==> config.mk <==
export PLATFORM = sky130hd
export DESIGN_NAME = decode_top
export DESIGN_NICKNAME = d
export VERILOG_FILES = /design/src/hw/core_pkg.sv /design/src/hw/ex_ctrl_if.sv /design/src/hw/register_file.sv /design/src/hw/instr_decoder.sv /design/src/hw/imm_gen.sv /design/src/hw/load_use_detect.sv /design/src/hw/decode_stage.sv /design/src/hw/decode_top.sv
export SDC_FILE = /design/constraint.sdc
export NUM_CORES = 2
export LEC_CHECK = 0
export BUFFER_PORTS_ARGS = -buffer_cell sky130_fd_sc_hd__buf_2
export CORE_ASPECT_RATIO = 0.8
export CORE_MARGIN = 5
export CORE_UTILIZATION = 50
export CTS_CLUSTER_SIZE = 28
export DETAILED_ROUTE_END_ITERATION = 8
export GPL_ROUTABILITY_DRIVEN = 0
export GPL_TIMING_DRIVEN = 0
export HOLD_SLACK_MARGIN = 0.08
export PLACE_DENSITY = 0.72
export SYNTH_ARGS = -nofsm -noshare
export SYNTH_HDL_FRONTEND = slang
export SYNTH_SLANG_ARGS = --single-unit
==> constraint.sdc <==
create_clock -name clk -period 2.45 [get_ports clk]
set_input_delay 0.1225 -clock clk [delete_from_list [all_inputs] [get_ports clk]]
set_output_delay 0.1225 -clock clk [all_outputs]
set_load 0.02 [all_outputs]
==> src/hw/core_pkg.sv <==
`default_nettype none

package core_pkg;

    typedef logic [31:0] word_t;
    typedef logic [4:0]  reg_addr_t;
    typedef logic [6:0]  opcode_t;
    typedef logic [3:0]  alu_op_t;
    typedef logic [3:0]  bj_kind_t;
    typedef logic [1:0]  wb_sel_t;
    typedef logic [1:0]  mem_width_t;
    typedef logic [2:0]  imm_type_t;

    // RV32I major opcodes
    localparam opcode_t OP_LUI    = 7'b0110111;
    localparam opcode_t OP_AUIPC  = 7'b0010111;
    localparam opcode_t OP_JAL    = 7'b1101111;
    localparam opcode_t OP_JALR   = 7'b1100111;
    localparam opcode_t OP_BRANCH = 7'b1100011;
    localparam opcode_t OP_LOAD   = 7'b0000011;
    localparam opcode_t OP_STORE  = 7'b0100011;
    localparam opcode_t OP_IMM    = 7'b0010011;
    localparam opcode_t OP_REG    = 7'b0110011;

    localparam alu_op_t ALU_ADD    = 4'd0;
    localparam alu_op_t ALU_SUB    = 4'd1;
    localparam alu_op_t ALU_SLL    = 4'd2;
    localparam alu_op_t ALU_SLT    = 4'd3;
    localparam alu_op_t ALU_SLTU   = 4'd4;
    localparam alu_op_t ALU_XOR    = 4'd5;
    localparam alu_op_t ALU_SRL    = 4'd6;
    localparam alu_op_t ALU_SRA    = 4'd7;
    localparam alu_op_t ALU_OR     = 4'd8;
    localparam alu_op_t ALU_AND    = 4'd9;
    localparam alu_op_t ALU_PASS_B = 4'd10;

    localparam bj_kind_t BJ_NONE = 4'd0;
    localparam bj_kind_t BJ_BEQ  = 4'd1;
    localparam bj_kind_t BJ_BNE  = 4'd2;
    localparam bj_kind_t BJ_BLT  = 4'd3;
    localparam bj_kind_t BJ_BGE  = 4'd4;
    localparam bj_kind_t BJ_BLTU = 4'd5;
    localparam bj_kind_t BJ_BGEU = 4'd6;
    localparam bj_kind_t BJ_JAL  = 4'd7;

    localparam wb_sel_t WB_ALU = 2'd0;
    localparam wb_sel_t WB_MEM = 2'd1;
    localparam wb_sel_t WB_PC4 = 2'd2;

    // Matches funct3[1:0] of loads and stores
    localparam mem_width_t MEM_BYTE = 2'd0;
    localparam mem_width_t MEM_HALF = 2'd1;
    localparam mem_width_t MEM_WORD = 2'd2;

    localparam imm_type_t IMM_I = 3'd0;
    localparam imm_type_t IMM_S = 3'd1;
    localparam imm_type_t IMM_B = 3'd2;
    localparam imm_type_t IMM_U = 3'd3;
    localparam imm_type_t IMM_J = 3'd4;

endpackage

`default_nettype wire

==> src/hw/ex_ctrl_if.sv <==
`timescale 1ns/10ps
`default_nettype none

interface ex_ctrl_if;
    import core_pkg::*;

    alu_op_t    alu_op;
    bj_kind_t   bj_kind;
    wb_sel_t    wb_sel;
    mem_width_t mem_width;
    logic       mem_rd;
    logic       mem_wr;
    logic       mem_unsigned;
    logic       reg_wr;
    logic       jalr;
    logic       use_imm;
    // Operand A source, PC for AUIPC/JAL, zero for LUI
    logic       pc_as_a;
    logic       zero_a;
    logic       illegal;
    imm_type_t  imm_type;

    modport dec (
        output alu_op, bj_kind, wb_sel, mem_width, mem_rd, mem_wr, mem_unsigned,
               reg_wr, jalr, use_imm, pc_as_a, zero_a, illegal, imm_type
    );

    modport stage (
        input alu_op, bj_kind, wb_sel, mem_width, mem_rd, mem_wr, mem_unsigned,
              reg_wr, jalr, use_imm, pc_as_a, zero_a, illegal, imm_type
    );

endinterface

`default_nettype wire

==> src/hw/register_file.sv <==
`timescale 1ns/10ps
`default_nettype none

module register_file #(
    parameter int NUM_REGS = 32
) (
    input  wire                 clk,
    input  wire                 rst_n,
    input  core_pkg::reg_addr_t rs1_addr,
    input  core_pkg::reg_addr_t rs2_addr,
    input  wire                 we,
    input  core_pkg::reg_addr_t waddr,
    input  core_pkg::word_t     wdata,
    output core_pkg::word_t     rs1_data,
    output core_pkg::word_t     rs2_data
);
    import core_pkg::*;

    localparam int IDX_W = $clog2(NUM_REGS);

    word_t regs [NUM_REGS];

    function automatic word_t read_port(input reg_addr_t addr);
        word_t value;
        if (addr == '0 || int'(addr) >= NUM_REGS) begin
            value = '0;
        end else if (we && waddr == addr) begin
            // Same-cycle write is forwarded
            value = wdata;
        end else begin
            value = regs[addr[IDX_W-1:0]];
        end
        return value;
    endfunction

    always_ff @(posedge clk or negedge rst_n) begin
        if (!rst_n) begin
            for (int i = 0; i < NUM_REGS; i++) begin
                regs[i] <= '0;
            end
        end else if (we && waddr != '0 && int'(waddr) < NUM_REGS) begin
            regs[waddr[IDX_W-1:0]] <= wdata;
        end
    end

    always_comb begin
        rs1_data = read_port(rs1_addr);
        rs2_data = read_port(rs2_addr);
    end

    a_x0_reads_zero: assert property (@(posedge clk) disable iff (!rst_n)
        (rs1_addr == '0 |-> rs1_data == '0) and (rs2_addr == '0 |-> rs2_data == '0));

endmodule

`default_nettype wire

==> src/hw/instr_decoder.sv <==
`timescale 1ns/10ps
`default_nettype none

module instr_decoder (
    input core_pkg::word_t instr,
    ex_ctrl_if.dec         ctrl
);
    import core_pkg::*;

    opcode_t    opcode;
    logic [2:0] funct3;
    logic       funct30;

    assign opcode  = instr[6:0];
    assign funct3  = instr[14:12];
    assign funct30 = instr[30];

    // SUB only exists in the register form
    function automatic alu_op_t alu_from_funct3(input logic [2:0] f3, input logic alt,
                                                input logic is_reg);
        alu_op_t op;
        case (f3)
            3'b000:  op = (is_reg && alt) ? ALU_SUB : ALU_ADD;
            3'b001:  op = ALU_SLL;
            3'b010:  op = ALU_SLT;
            3'b011:  op = ALU_SLTU;
            3'b100:  op = ALU_XOR;
            3'b101:  op = alt ? ALU_SRA : ALU_SRL;
            3'b110:  op = ALU_OR;
            default: op = ALU_AND;
        endcase
        return op;
    endfunction

    function automatic bj_kind_t branch_kind(input logic [2:0] f3);
        bj_kind_t kind;
        case (f3)
            3'b000:  kind = BJ_BEQ;
            3'b001:  kind = BJ_BNE;
            3'b100:  kind = BJ_BLT;
            3'b101:  kind = BJ_BGE;
            3'b110:  kind = BJ_BLTU;
            3'b111:  kind = BJ_BGEU;
            default: kind = BJ_NONE;
        endcase
        return kind;
    endfunction

    always_comb begin
        ctrl.alu_op       = ALU_ADD;
        ctrl.bj_kind      = BJ_NONE;
        ctrl.wb_sel       = WB_ALU;
        ctrl.mem_width    = MEM_BYTE;
        ctrl.mem_rd       = 1'b0;
        ctrl.mem_wr       = 1'b0;
        ctrl.mem_unsigned = 1'b0;
        ctrl.reg_wr       = 1'b0;
        ctrl.jalr         = 1'b0;
        ctrl.use_imm      = 1'b0;
        ctrl.pc_as_a      = 1'b0;
        ctrl.zero_a       = 1'b0;
        ctrl.illegal      = 1'b0;
        ctrl.imm_type     = IMM_I;

        case (opcode)
            OP_LUI: begin
                ctrl.alu_op   = ALU_PASS_B;
                ctrl.reg_wr   = 1'b1;
                ctrl.use_imm  = 1'b1;
                ctrl.zero_a   = 1'b1;
                ctrl.imm_type = IMM_U;
            end
            OP_AUIPC: begin
                ctrl.reg_wr   = 1'b1;
                ctrl.use_imm  = 1'b1;
                ctrl.pc_as_a  = 1'b1;
                ctrl.imm_type = IMM_U;
            end
            OP_JAL: begin
                ctrl.bj_kind  = BJ_JAL;
                ctrl.wb_sel   = WB_PC4;
                ctrl.reg_wr   = 1'b1;
                ctrl.use_imm  = 1'b1;
                ctrl.pc_as_a  = 1'b1;
                ctrl.imm_type = IMM_J;
            end
            OP_JALR: begin
                ctrl.wb_sel  = WB_PC4;
                ctrl.reg_wr  = 1'b1;
                ctrl.jalr    = 1'b1;
                ctrl.use_imm = 1'b1;
            end
            OP_BRANCH: begin
                // Compare is done by the ALU on rs1 and rs2
                ctrl.alu_op   = funct3[2] ? (funct3[1] ? ALU_SLTU : ALU_SLT) : ALU_SUB;
                ctrl.bj_kind  = branch_kind(funct3);
                ctrl.imm_type = IMM_B;
            end
            OP_LOAD: begin
                ctrl.wb_sel       = WB_MEM;
                ctrl.mem_width    = funct3[1:0];
                ctrl.mem_unsigned = funct3[2];
                ctrl.mem_rd       = 1'b1;
                ctrl.reg_wr       = 1'b1;
                ctrl.use_imm      = 1'b1;
            end
            OP_STORE: begin
                ctrl.mem_width = funct3[1:0];
                ctrl.mem_wr    = 1'b1;
                ctrl.use_imm   = 1'b1;
                ctrl.imm_type  = IMM_S;
            end
            OP_IMM: begin
                ctrl.alu_op  = alu_from_funct3(funct3, funct30, 1'b0);
                ctrl.reg_wr  = 1'b1;
                ctrl.use_imm = 1'b1;
            end
            OP_REG: begin
                ctrl.alu_op = alu_from_funct3(funct3, funct30, 1'b1);
                ctrl.reg_wr = 1'b1;
            end
            default: begin
                ctrl.illegal = 1'b1;
            end
        endcase
    end

endmodule

`default_nettype wire

==> src/hw/imm_gen.sv <==
`timescale 1ns/10ps
`default_nettype none

module imm_gen (
    input  core_pkg::word_t     instr,
    input  core_pkg::imm_type_t imm_type,
    output core_pkg::word_t     imm
);
    import core_pkg::*;

    word_t imm_i;
    word_t imm_s;
    word_t imm_b;
    word_t imm_u;
    word_t imm_j;

    assign imm_i = {{20{instr[31]}}, instr[31:20]};
    assign imm_s = {{20{instr[31]}}, instr[31:25], instr[11:7]};
    // Branch and jump offsets are in halfwords, bit 0 is always zero
    assign imm_b = {{19{instr[31]}}, instr[31], instr[7], instr[30:25], instr[11:8], 1'b0};
    assign imm_u = {instr[31:12], 12'b0};
    assign imm_j = {{11{instr[31]}}, instr[31], instr[19:12], instr[20], instr[30:21], 1'b0};

    always_comb begin
        case (imm_type)
            IMM_S:   imm = imm_s;
            IMM_B:   imm = imm_b;
            IMM_U:   imm = imm_u;
            IMM_J:   imm = imm_j;
            default: imm = imm_i;
        endcase
    end

endmodule

`default_nettype wire

==> src/hw/load_use_detect.sv <==
`timescale 1ns/10ps
`default_nettype none

module load_use_detect (
    input  core_pkg::reg_addr_t rs1,
    input  core_pkg::reg_addr_t rs2,
    input  wire                 mem_rd_ex,
    input  core_pkg::reg_addr_t rd_ex,
    output logic                stall
);
    logic rd_live;
    logic src_match;

    // A load into x0 produces nothing to wait for
    assign rd_live = mem_rd_ex && (rd_ex != '0);

    // Both fields are compared even when the format has no rs2
    assign src_match = (rd_ex == rs1) || (rd_ex == rs2);

    assign stall = rd_live && src_match;

endmodule

`default_nettype wire

==> src/hw/decode_stage.sv <==
`timescale 1ns/10ps
`default_nettype none

module decode_stage (
    input  wire                  clk,
    input  wire                  rst_n,
    input  wire                  bubble,
    input  core_pkg::word_t      pc,
    input  core_pkg::word_t      instr,
    input  core_pkg::word_t      rs1_data,
    input  core_pkg::word_t      rs2_data,
    input  core_pkg::word_t      imm,
    ex_ctrl_if.stage             ctrl,
    output core_pkg::word_t      op_a_ex,
    output core_pkg::word_t      rs2_data_ex,
    output core_pkg::word_t      imm_ex,
    output core_pkg::word_t      pc_ex,
    output core_pkg::reg_addr_t  rd_ex,
    output core_pkg::reg_addr_t  rs1_ex,
    output core_pkg::reg_addr_t  rs2_ex,
    output core_pkg::alu_op_t    alu_op_ex,
    output core_pkg::bj_kind_t   bj_kind_ex,
    output core_pkg::wb_sel_t    wb_sel_ex,
    output core_pkg::mem_width_t mem_width_ex,
    output logic                 mem_rd_ex,
    output logic                 mem_wr_ex,
    output logic                 mem_unsigned_ex,
    output logic                 reg_wr_ex,
    output logic                 jalr_ex,
    output logic                 use_imm_ex,
    output logic                 illegal_ex
);
    import core_pkg::*;

    localparam int EX_W = 4 * $bits(word_t) + 3 * $bits(reg_addr_t) + $bits(alu_op_t)
                        + $bits(bj_kind_t) + $bits(wb_sel_t) + $bits(mem_width_t) + 7;

    word_t           op_a;
    logic [EX_W-1:0] ex_d;
    logic [EX_W-1:0] ex_q;

    always_comb begin
        if (ctrl.pc_as_a) begin
            op_a = pc;
        end else if (ctrl.zero_a) begin
            op_a = '0;
        end else begin
            op_a = rs1_data;
        end
    end

    // Field order must match the unpacking below
    assign ex_d = bubble ? '0 : {op_a, rs2_data, imm, pc,
                                 instr[11:7], instr[19:15], instr[24:20],
                                 ctrl.alu_op, ctrl.bj_kind, ctrl.wb_sel, ctrl.mem_width,
                                 ctrl.mem_rd, ctrl.mem_wr, ctrl.mem_unsigned, ctrl.reg_wr,
                                 ctrl.jalr, ctrl.use_imm, ctrl.illegal};

    always_ff @(posedge clk or negedge rst_n) begin
        if (!rst_n) begin
            ex_q <= '0;
        end else begin
            ex_q <= ex_d;
        end
    end

    assign {op_a_ex, rs2_data_ex, imm_ex, pc_ex,
            rd_ex, rs1_ex, rs2_ex,
            alu_op_ex, bj_kind_ex, wb_sel_ex, mem_width_ex,
            mem_rd_ex, mem_wr_ex, mem_unsigned_ex, reg_wr_ex,
            jalr_ex, use_imm_ex, illegal_ex} = ex_q;

    a_bubble_no_side_effect: assert property (@(posedge clk) disable iff (!rst_n)
        bubble |=> !reg_wr_ex && !mem_wr_ex && !mem_rd_ex);

endmodule

`default_nettype wire

==> src/hw/decode_top.sv <==
`timescale 1ns/10ps
`default_nettype none

module decode_top #(
    parameter int NUM_REGS = 32
) (
    input  wire                  clk,
    input  wire                  rst_n,
    input  wire                  flush,
    input  core_pkg::word_t      instr,
    input  core_pkg::word_t      pc,
    input  wire                  wb_we,
    input  core_pkg::reg_addr_t  wb_addr,
    input  core_pkg::word_t      wb_data,
    output core_pkg::word_t      op_a_ex,
    output core_pkg::word_t      rs2_data_ex,
    output core_pkg::word_t      imm_ex,
    output core_pkg::word_t      pc_ex,
    output core_pkg::reg_addr_t  rd_ex,
    output core_pkg::reg_addr_t  rs1_ex,
    output core_pkg::reg_addr_t  rs2_ex,
    output core_pkg::alu_op_t    alu_op_ex,
    output core_pkg::bj_kind_t   bj_kind_ex,
    output core_pkg::wb_sel_t    wb_sel_ex,
    output core_pkg::mem_width_t mem_width_ex,
    output logic                 mem_rd_ex,
    output logic                 mem_wr_ex,
    output logic                 mem_unsigned_ex,
    output logic                 reg_wr_ex,
    output logic                 jalr_ex,
    output logic                 use_imm_ex,
    output logic                 illegal_ex,
    output logic                 stall
);
    import core_pkg::*;

    word_t rs1_data;
    word_t rs2_data;
    word_t imm;
    logic  bubble;

    ex_ctrl_if ctrl_bus ();

    assign bubble = stall || flush;

    register_file #(.NUM_REGS(NUM_REGS)) u_register_file (
        .clk      (clk),
        .rst_n    (rst_n),
        .rs1_addr (instr[19:15]),
        .rs2_addr (instr[24:20]),
        .we       (wb_we),
        .waddr    (wb_addr),
        .wdata    (wb_data),
        .rs1_data (rs1_data),
        .rs2_data (rs2_data)
    );

    instr_decoder u_instr_decoder (
        .instr (instr),
        .ctrl  (ctrl_bus.dec)
    );

    imm_gen u_imm_gen (
        .instr    (instr),
        .imm_type (ctrl_bus.imm_type),
        .imm      (imm)
    );

    load_use_detect u_load_use_detect (
        .rs1       (instr[19:15]),
        .rs2       (instr[24:20]),
        .mem_rd_ex (mem_rd_ex),
        .rd_ex     (rd_ex),
        .stall     (stall)
    );

    decode_stage u_decode_stage (
        .clk             (clk),
        .rst_n           (rst_n),
        .bubble          (bubble),
        .pc              (pc),
        .instr           (instr),
        .rs1_data        (rs1_data),
        .rs2_data        (rs2_data),
        .imm             (imm),
        .ctrl            (ctrl_bus.stage),
        .op_a_ex         (op_a_ex),
        .rs2_data_ex     (rs2_data_ex),
        .imm_ex          (imm_ex),
        .pc_ex           (pc_ex),
        .rd_ex           (rd_ex),
        .rs1_ex          (rs1_ex),
        .rs2_ex          (rs2_ex),
        .alu_op_ex       (alu_op_ex),
        .bj_kind_ex      (bj_kind_ex),
        .wb_sel_ex       (wb_sel_ex),
        .mem_width_ex    (mem_width_ex),
        .mem_rd_ex       (mem_rd_ex),
        .mem_wr_ex       (mem_wr_ex),
        .mem_unsigned_ex (mem_unsigned_ex),
        .reg_wr_ex       (reg_wr_ex),
        .jalr_ex         (jalr_ex),
        .use_imm_ex      (use_imm_ex),
        .illegal_ex      (illegal_ex)
    );

endmodule

`default_nettype wire

==> impl_metrics.tcl <==
set metrics [dict create \
    status "complete, but fails checks" \
    violations "hold timing, capacitance limit, slew limit, setup timing" \
    synthSimpleGateAreaFrac_pct 3.48 \
    required_ps 3070 \
    fp.dieW_um 399 \
    min_path_type "primary input to async pin" \
    rsz0062_at_grt "yes" \
    cellPowerDensity_nw_per_um2 818 \
    wl_per_cell_um 38.7 \
    synth_cell_types 54 \
    synth-main-ff-cell "dfrtp_1" \
    yosys.area.top_type "dfrtp_1" \
    use_met1_pct 48.6 \
    ant_nets 0 \
    cts_root_buffer "clkbuf_16" \
    synth_top_area_share_pct 49.0 \
    port_buffers 253 \
    fillers 9524 \
    io_pins 268 \
    ir_worst_vdd_uv 635 \
    rows 114 \
    crit_slowest_cell "clkbuf_1" \
    start_util_pct 50.2 \
    synthAdderAreaFrac_pct 0 \
    worstMarginPinSlew_ps 1610 \
    die_h_um 321 \
    path_class "primary input to flop" \
    startpoint_type "primary input" \
    cpPeakStageDelay_ps 740 \
    grt.met3_usage_pct 22.1 \
    ff2ff_setup_slack_ps 0 \
    fin_nets 4830 \
    slew_headroom_pct -7.50 \
    synth_area_um2 60600 \
    grt-busiest-layer "met2" \
    ys_ff_latch 1185 \
    clkSinkCount 1185 \
    synth_compound_area_share_pct 4.63 \
    synth-async-reset-ratio_pct 100 \
    synth_xor_area_share_pct 0.289 \
    gr-total-overflow 0 \
    synth_nets 4346 \
    syn_to_final_growth_pct 15.3 \
    layout-drive-gt1-share_pct 44.9 \
    grt_antenna_before_repair 19 \
    total_power_mw 57.1 \
    grt_pass1_wl_um 344000 \
    clkTransAtPathRegs_ps 70 \
    finalCriticalPeriod_ps 2700 \
    grt_max_degree 163 \
    period_share_pct 110 \
    synth_area_leaders "dfrtp_1, mux2_2, mux4_2" \
    finalNonFillerCells 6456 \
    cts_buffer_depth 3 \
    crit_chain "buf_2 > clkbuf_2 > or2_2 > clkbuf_1 > clkbuf_1 > o32ai_1 > nor3_1 > o32ai_1" \
    leakage_nw 31.0 \
    rr_worst_depth 5 \
    yosysSeqAreaShare_pct 49.0 \
    fp.coreArea_um2 121000 \
    dp.cells 6131 \
    hold_viol 349 \
    vias_per_cell 7.13 \
    grt_pass1_vias 45135 \
    hpwl_um 168000 \
    grt_use_total_pct 38.4 \
    drcViolationCount 0 \
    synth.most_common_cell "dfrtp_1" \
    whs_ps -706 \
    cp_max_fo 10 \
    end_kind "flop" \
    setup_slack_ps -253 \
    timing.rr.end "u_decode_stage.ex_q[155]" \
    htree_levels 3 \
    synth_edf_count 0 \
    final_max_slew_viol_count 77 \
    muxShareOfSynthArea_pct 39.0 \
    vias 46037 \
    finalSetupViolCount 53 \
    maxCapViolCount 9 \
    syn_avg_cell_area_um2 14.3 \
    met2_usage_pct 50.5 \
    synth_common_cells "dfrtp_1, mux2_2, mux4_2" \
    insertion_delay_ps 790 \
    first_iter_violations 6682 \
    skew_ps 49.2 \
    die_area_um2 128000 \
    cts_tree "yes" \
    cts_buffers 117 \
    synth_top_family_by_area "multiplexers" \
    fmax_mhz 370 \
    syn_inst 4241 \
    cts_hold_buffers 99 \
    drtPass1Iterations 7 \
    cp_data_arrival_time_ps 3330 \
    yosysWarnings 0 \
    rr_startpoint "u_register_file.regs[537]" \
    drt-total-wl_um 250000 \
]
-- sequential cells by signal, indices dropped and copies added (netlist names) --
signal / cells
u_register_file.regs: 1024
u_decode_stage.ex_q: 161
-- worst max-delay path by stage --
stage / from / end / slack, ps
floorplan: u_decode_stage.ex_q[33] / u_decode_stage.ex_q[55] / 370
global placement: rst_n / u_decode_stage.ex_q[105] / -24800
detailed placement: instr[21] / u_decode_stage.ex_q[99] / -1910
CTS: instr[15] / u_decode_stage.ex_q[155] / 7
global route: instr[16] / u_decode_stage.ex_q[161] / -20
finish: instr[19] / u_decode_stage.ex_q[155] / -250
-- kinds of logic (layout without fill, tap and decap cells) --
| kind of cell | count (synthesis) | count (layout) |
|---|---|---|
| other | 1 | 14 |
| DFF | 1185 | 1185 |
| and+or+nand+nor | 446 | 446 |
| buffers and inverters | 502 | 1080 |
| xor gates and xnor gates | 20 | 20 |
| AOI/OAI and AO/OA | 393 | 393 |
| muxes | 1694 | 1694 |
-- what timing repair did --
item	4_1_cts	5_1_grt
buffers inserted	1	0
hold endpoints to repair	580	271
resized for setup	102	52
pin swaps	2	3
gates cloned	0	1
setup endpoints to repair	96	234
-- cell type report --
class,instances,area (um2),share of cell area (%)
inverter,35,131,0.188
tap,1624,2030,2.91
buffer,464,2260,3.24
sequential,1185,29700,42.5
multi-input combinational,2554,29000,41.5
timing repair buffer,368,2680,3.83
antenna,13,32.5,0.0466
clock buffer,169,3460,4.95
clock inverter,44,597,0.855
-- metrics by stage --
stage          TNS [ps]  worst slack (ps)  utilization, %  area, um2
3_5_place_dp    -317060             -1910            53.3      64200
6_report          -3640              -253            57.9      69800
5_1_grt           -19.8             -19.7            57.9      69800
2_1_floorplan         0               367               -      60600
4_1_cts               0              7.38            57.8      69600
3_3_place_gp          -            -24800            53.0      63900
-- report_power, final --
group / switching, mW / total [mW] / internal, mW
registers: 2.56 / 25.5 / 23.0
logic: 5.80 / 12.1 / 6.32
clock network: 8.32 / 19.5 / 11.1
total: 16.7 / 57.1 / 40.4
-- worst max-delay path: cells and delay by family --
family                 cells  cell delay (ps)
and+or+nand+nor            2              850
buffers and inverters      4             1860
AOI/OAI and AO/OA          2              480
-- cell usage in the layout, fill, tap and decap left out, types with 22 or more instances in the layout --
cell           synthesis  routed
a211oi_1              41      41
a21oi_1               52      52
a22oi_1               79      79
and2_1                22      22
buf_1                 56      48
buf_2                 99     332
buf_4                 35      48
clkbuf_1             267     236
clkbuf_16              0     123
clkbuf_2               1      45
clkbuf_8               0      25
dfrtp_1             1185    1184
dlygate4sd3_1          0      97
inv_1                 34      34
mux2_2              1026    1026
mux2i_1              239     237
mux4_2               429     429
nand2_1               69      66
nor2_1               180     179
nor2b_1               41      41
nor3_1                69      46
o21ai_0               47      47
o221ai_1              31      31
o22ai_1               45      44
o32ai_1               62      56
-- layer usage --
layer / vias to the layer above / part of all wire [%]
met3: 1068 / 17
met1: 23767 / 35
met2: 4162 / 39
met4: 14 / 7.9
li1: 17026 / -
met5: - / 0.18
Power figures use the tool's default switching activity.
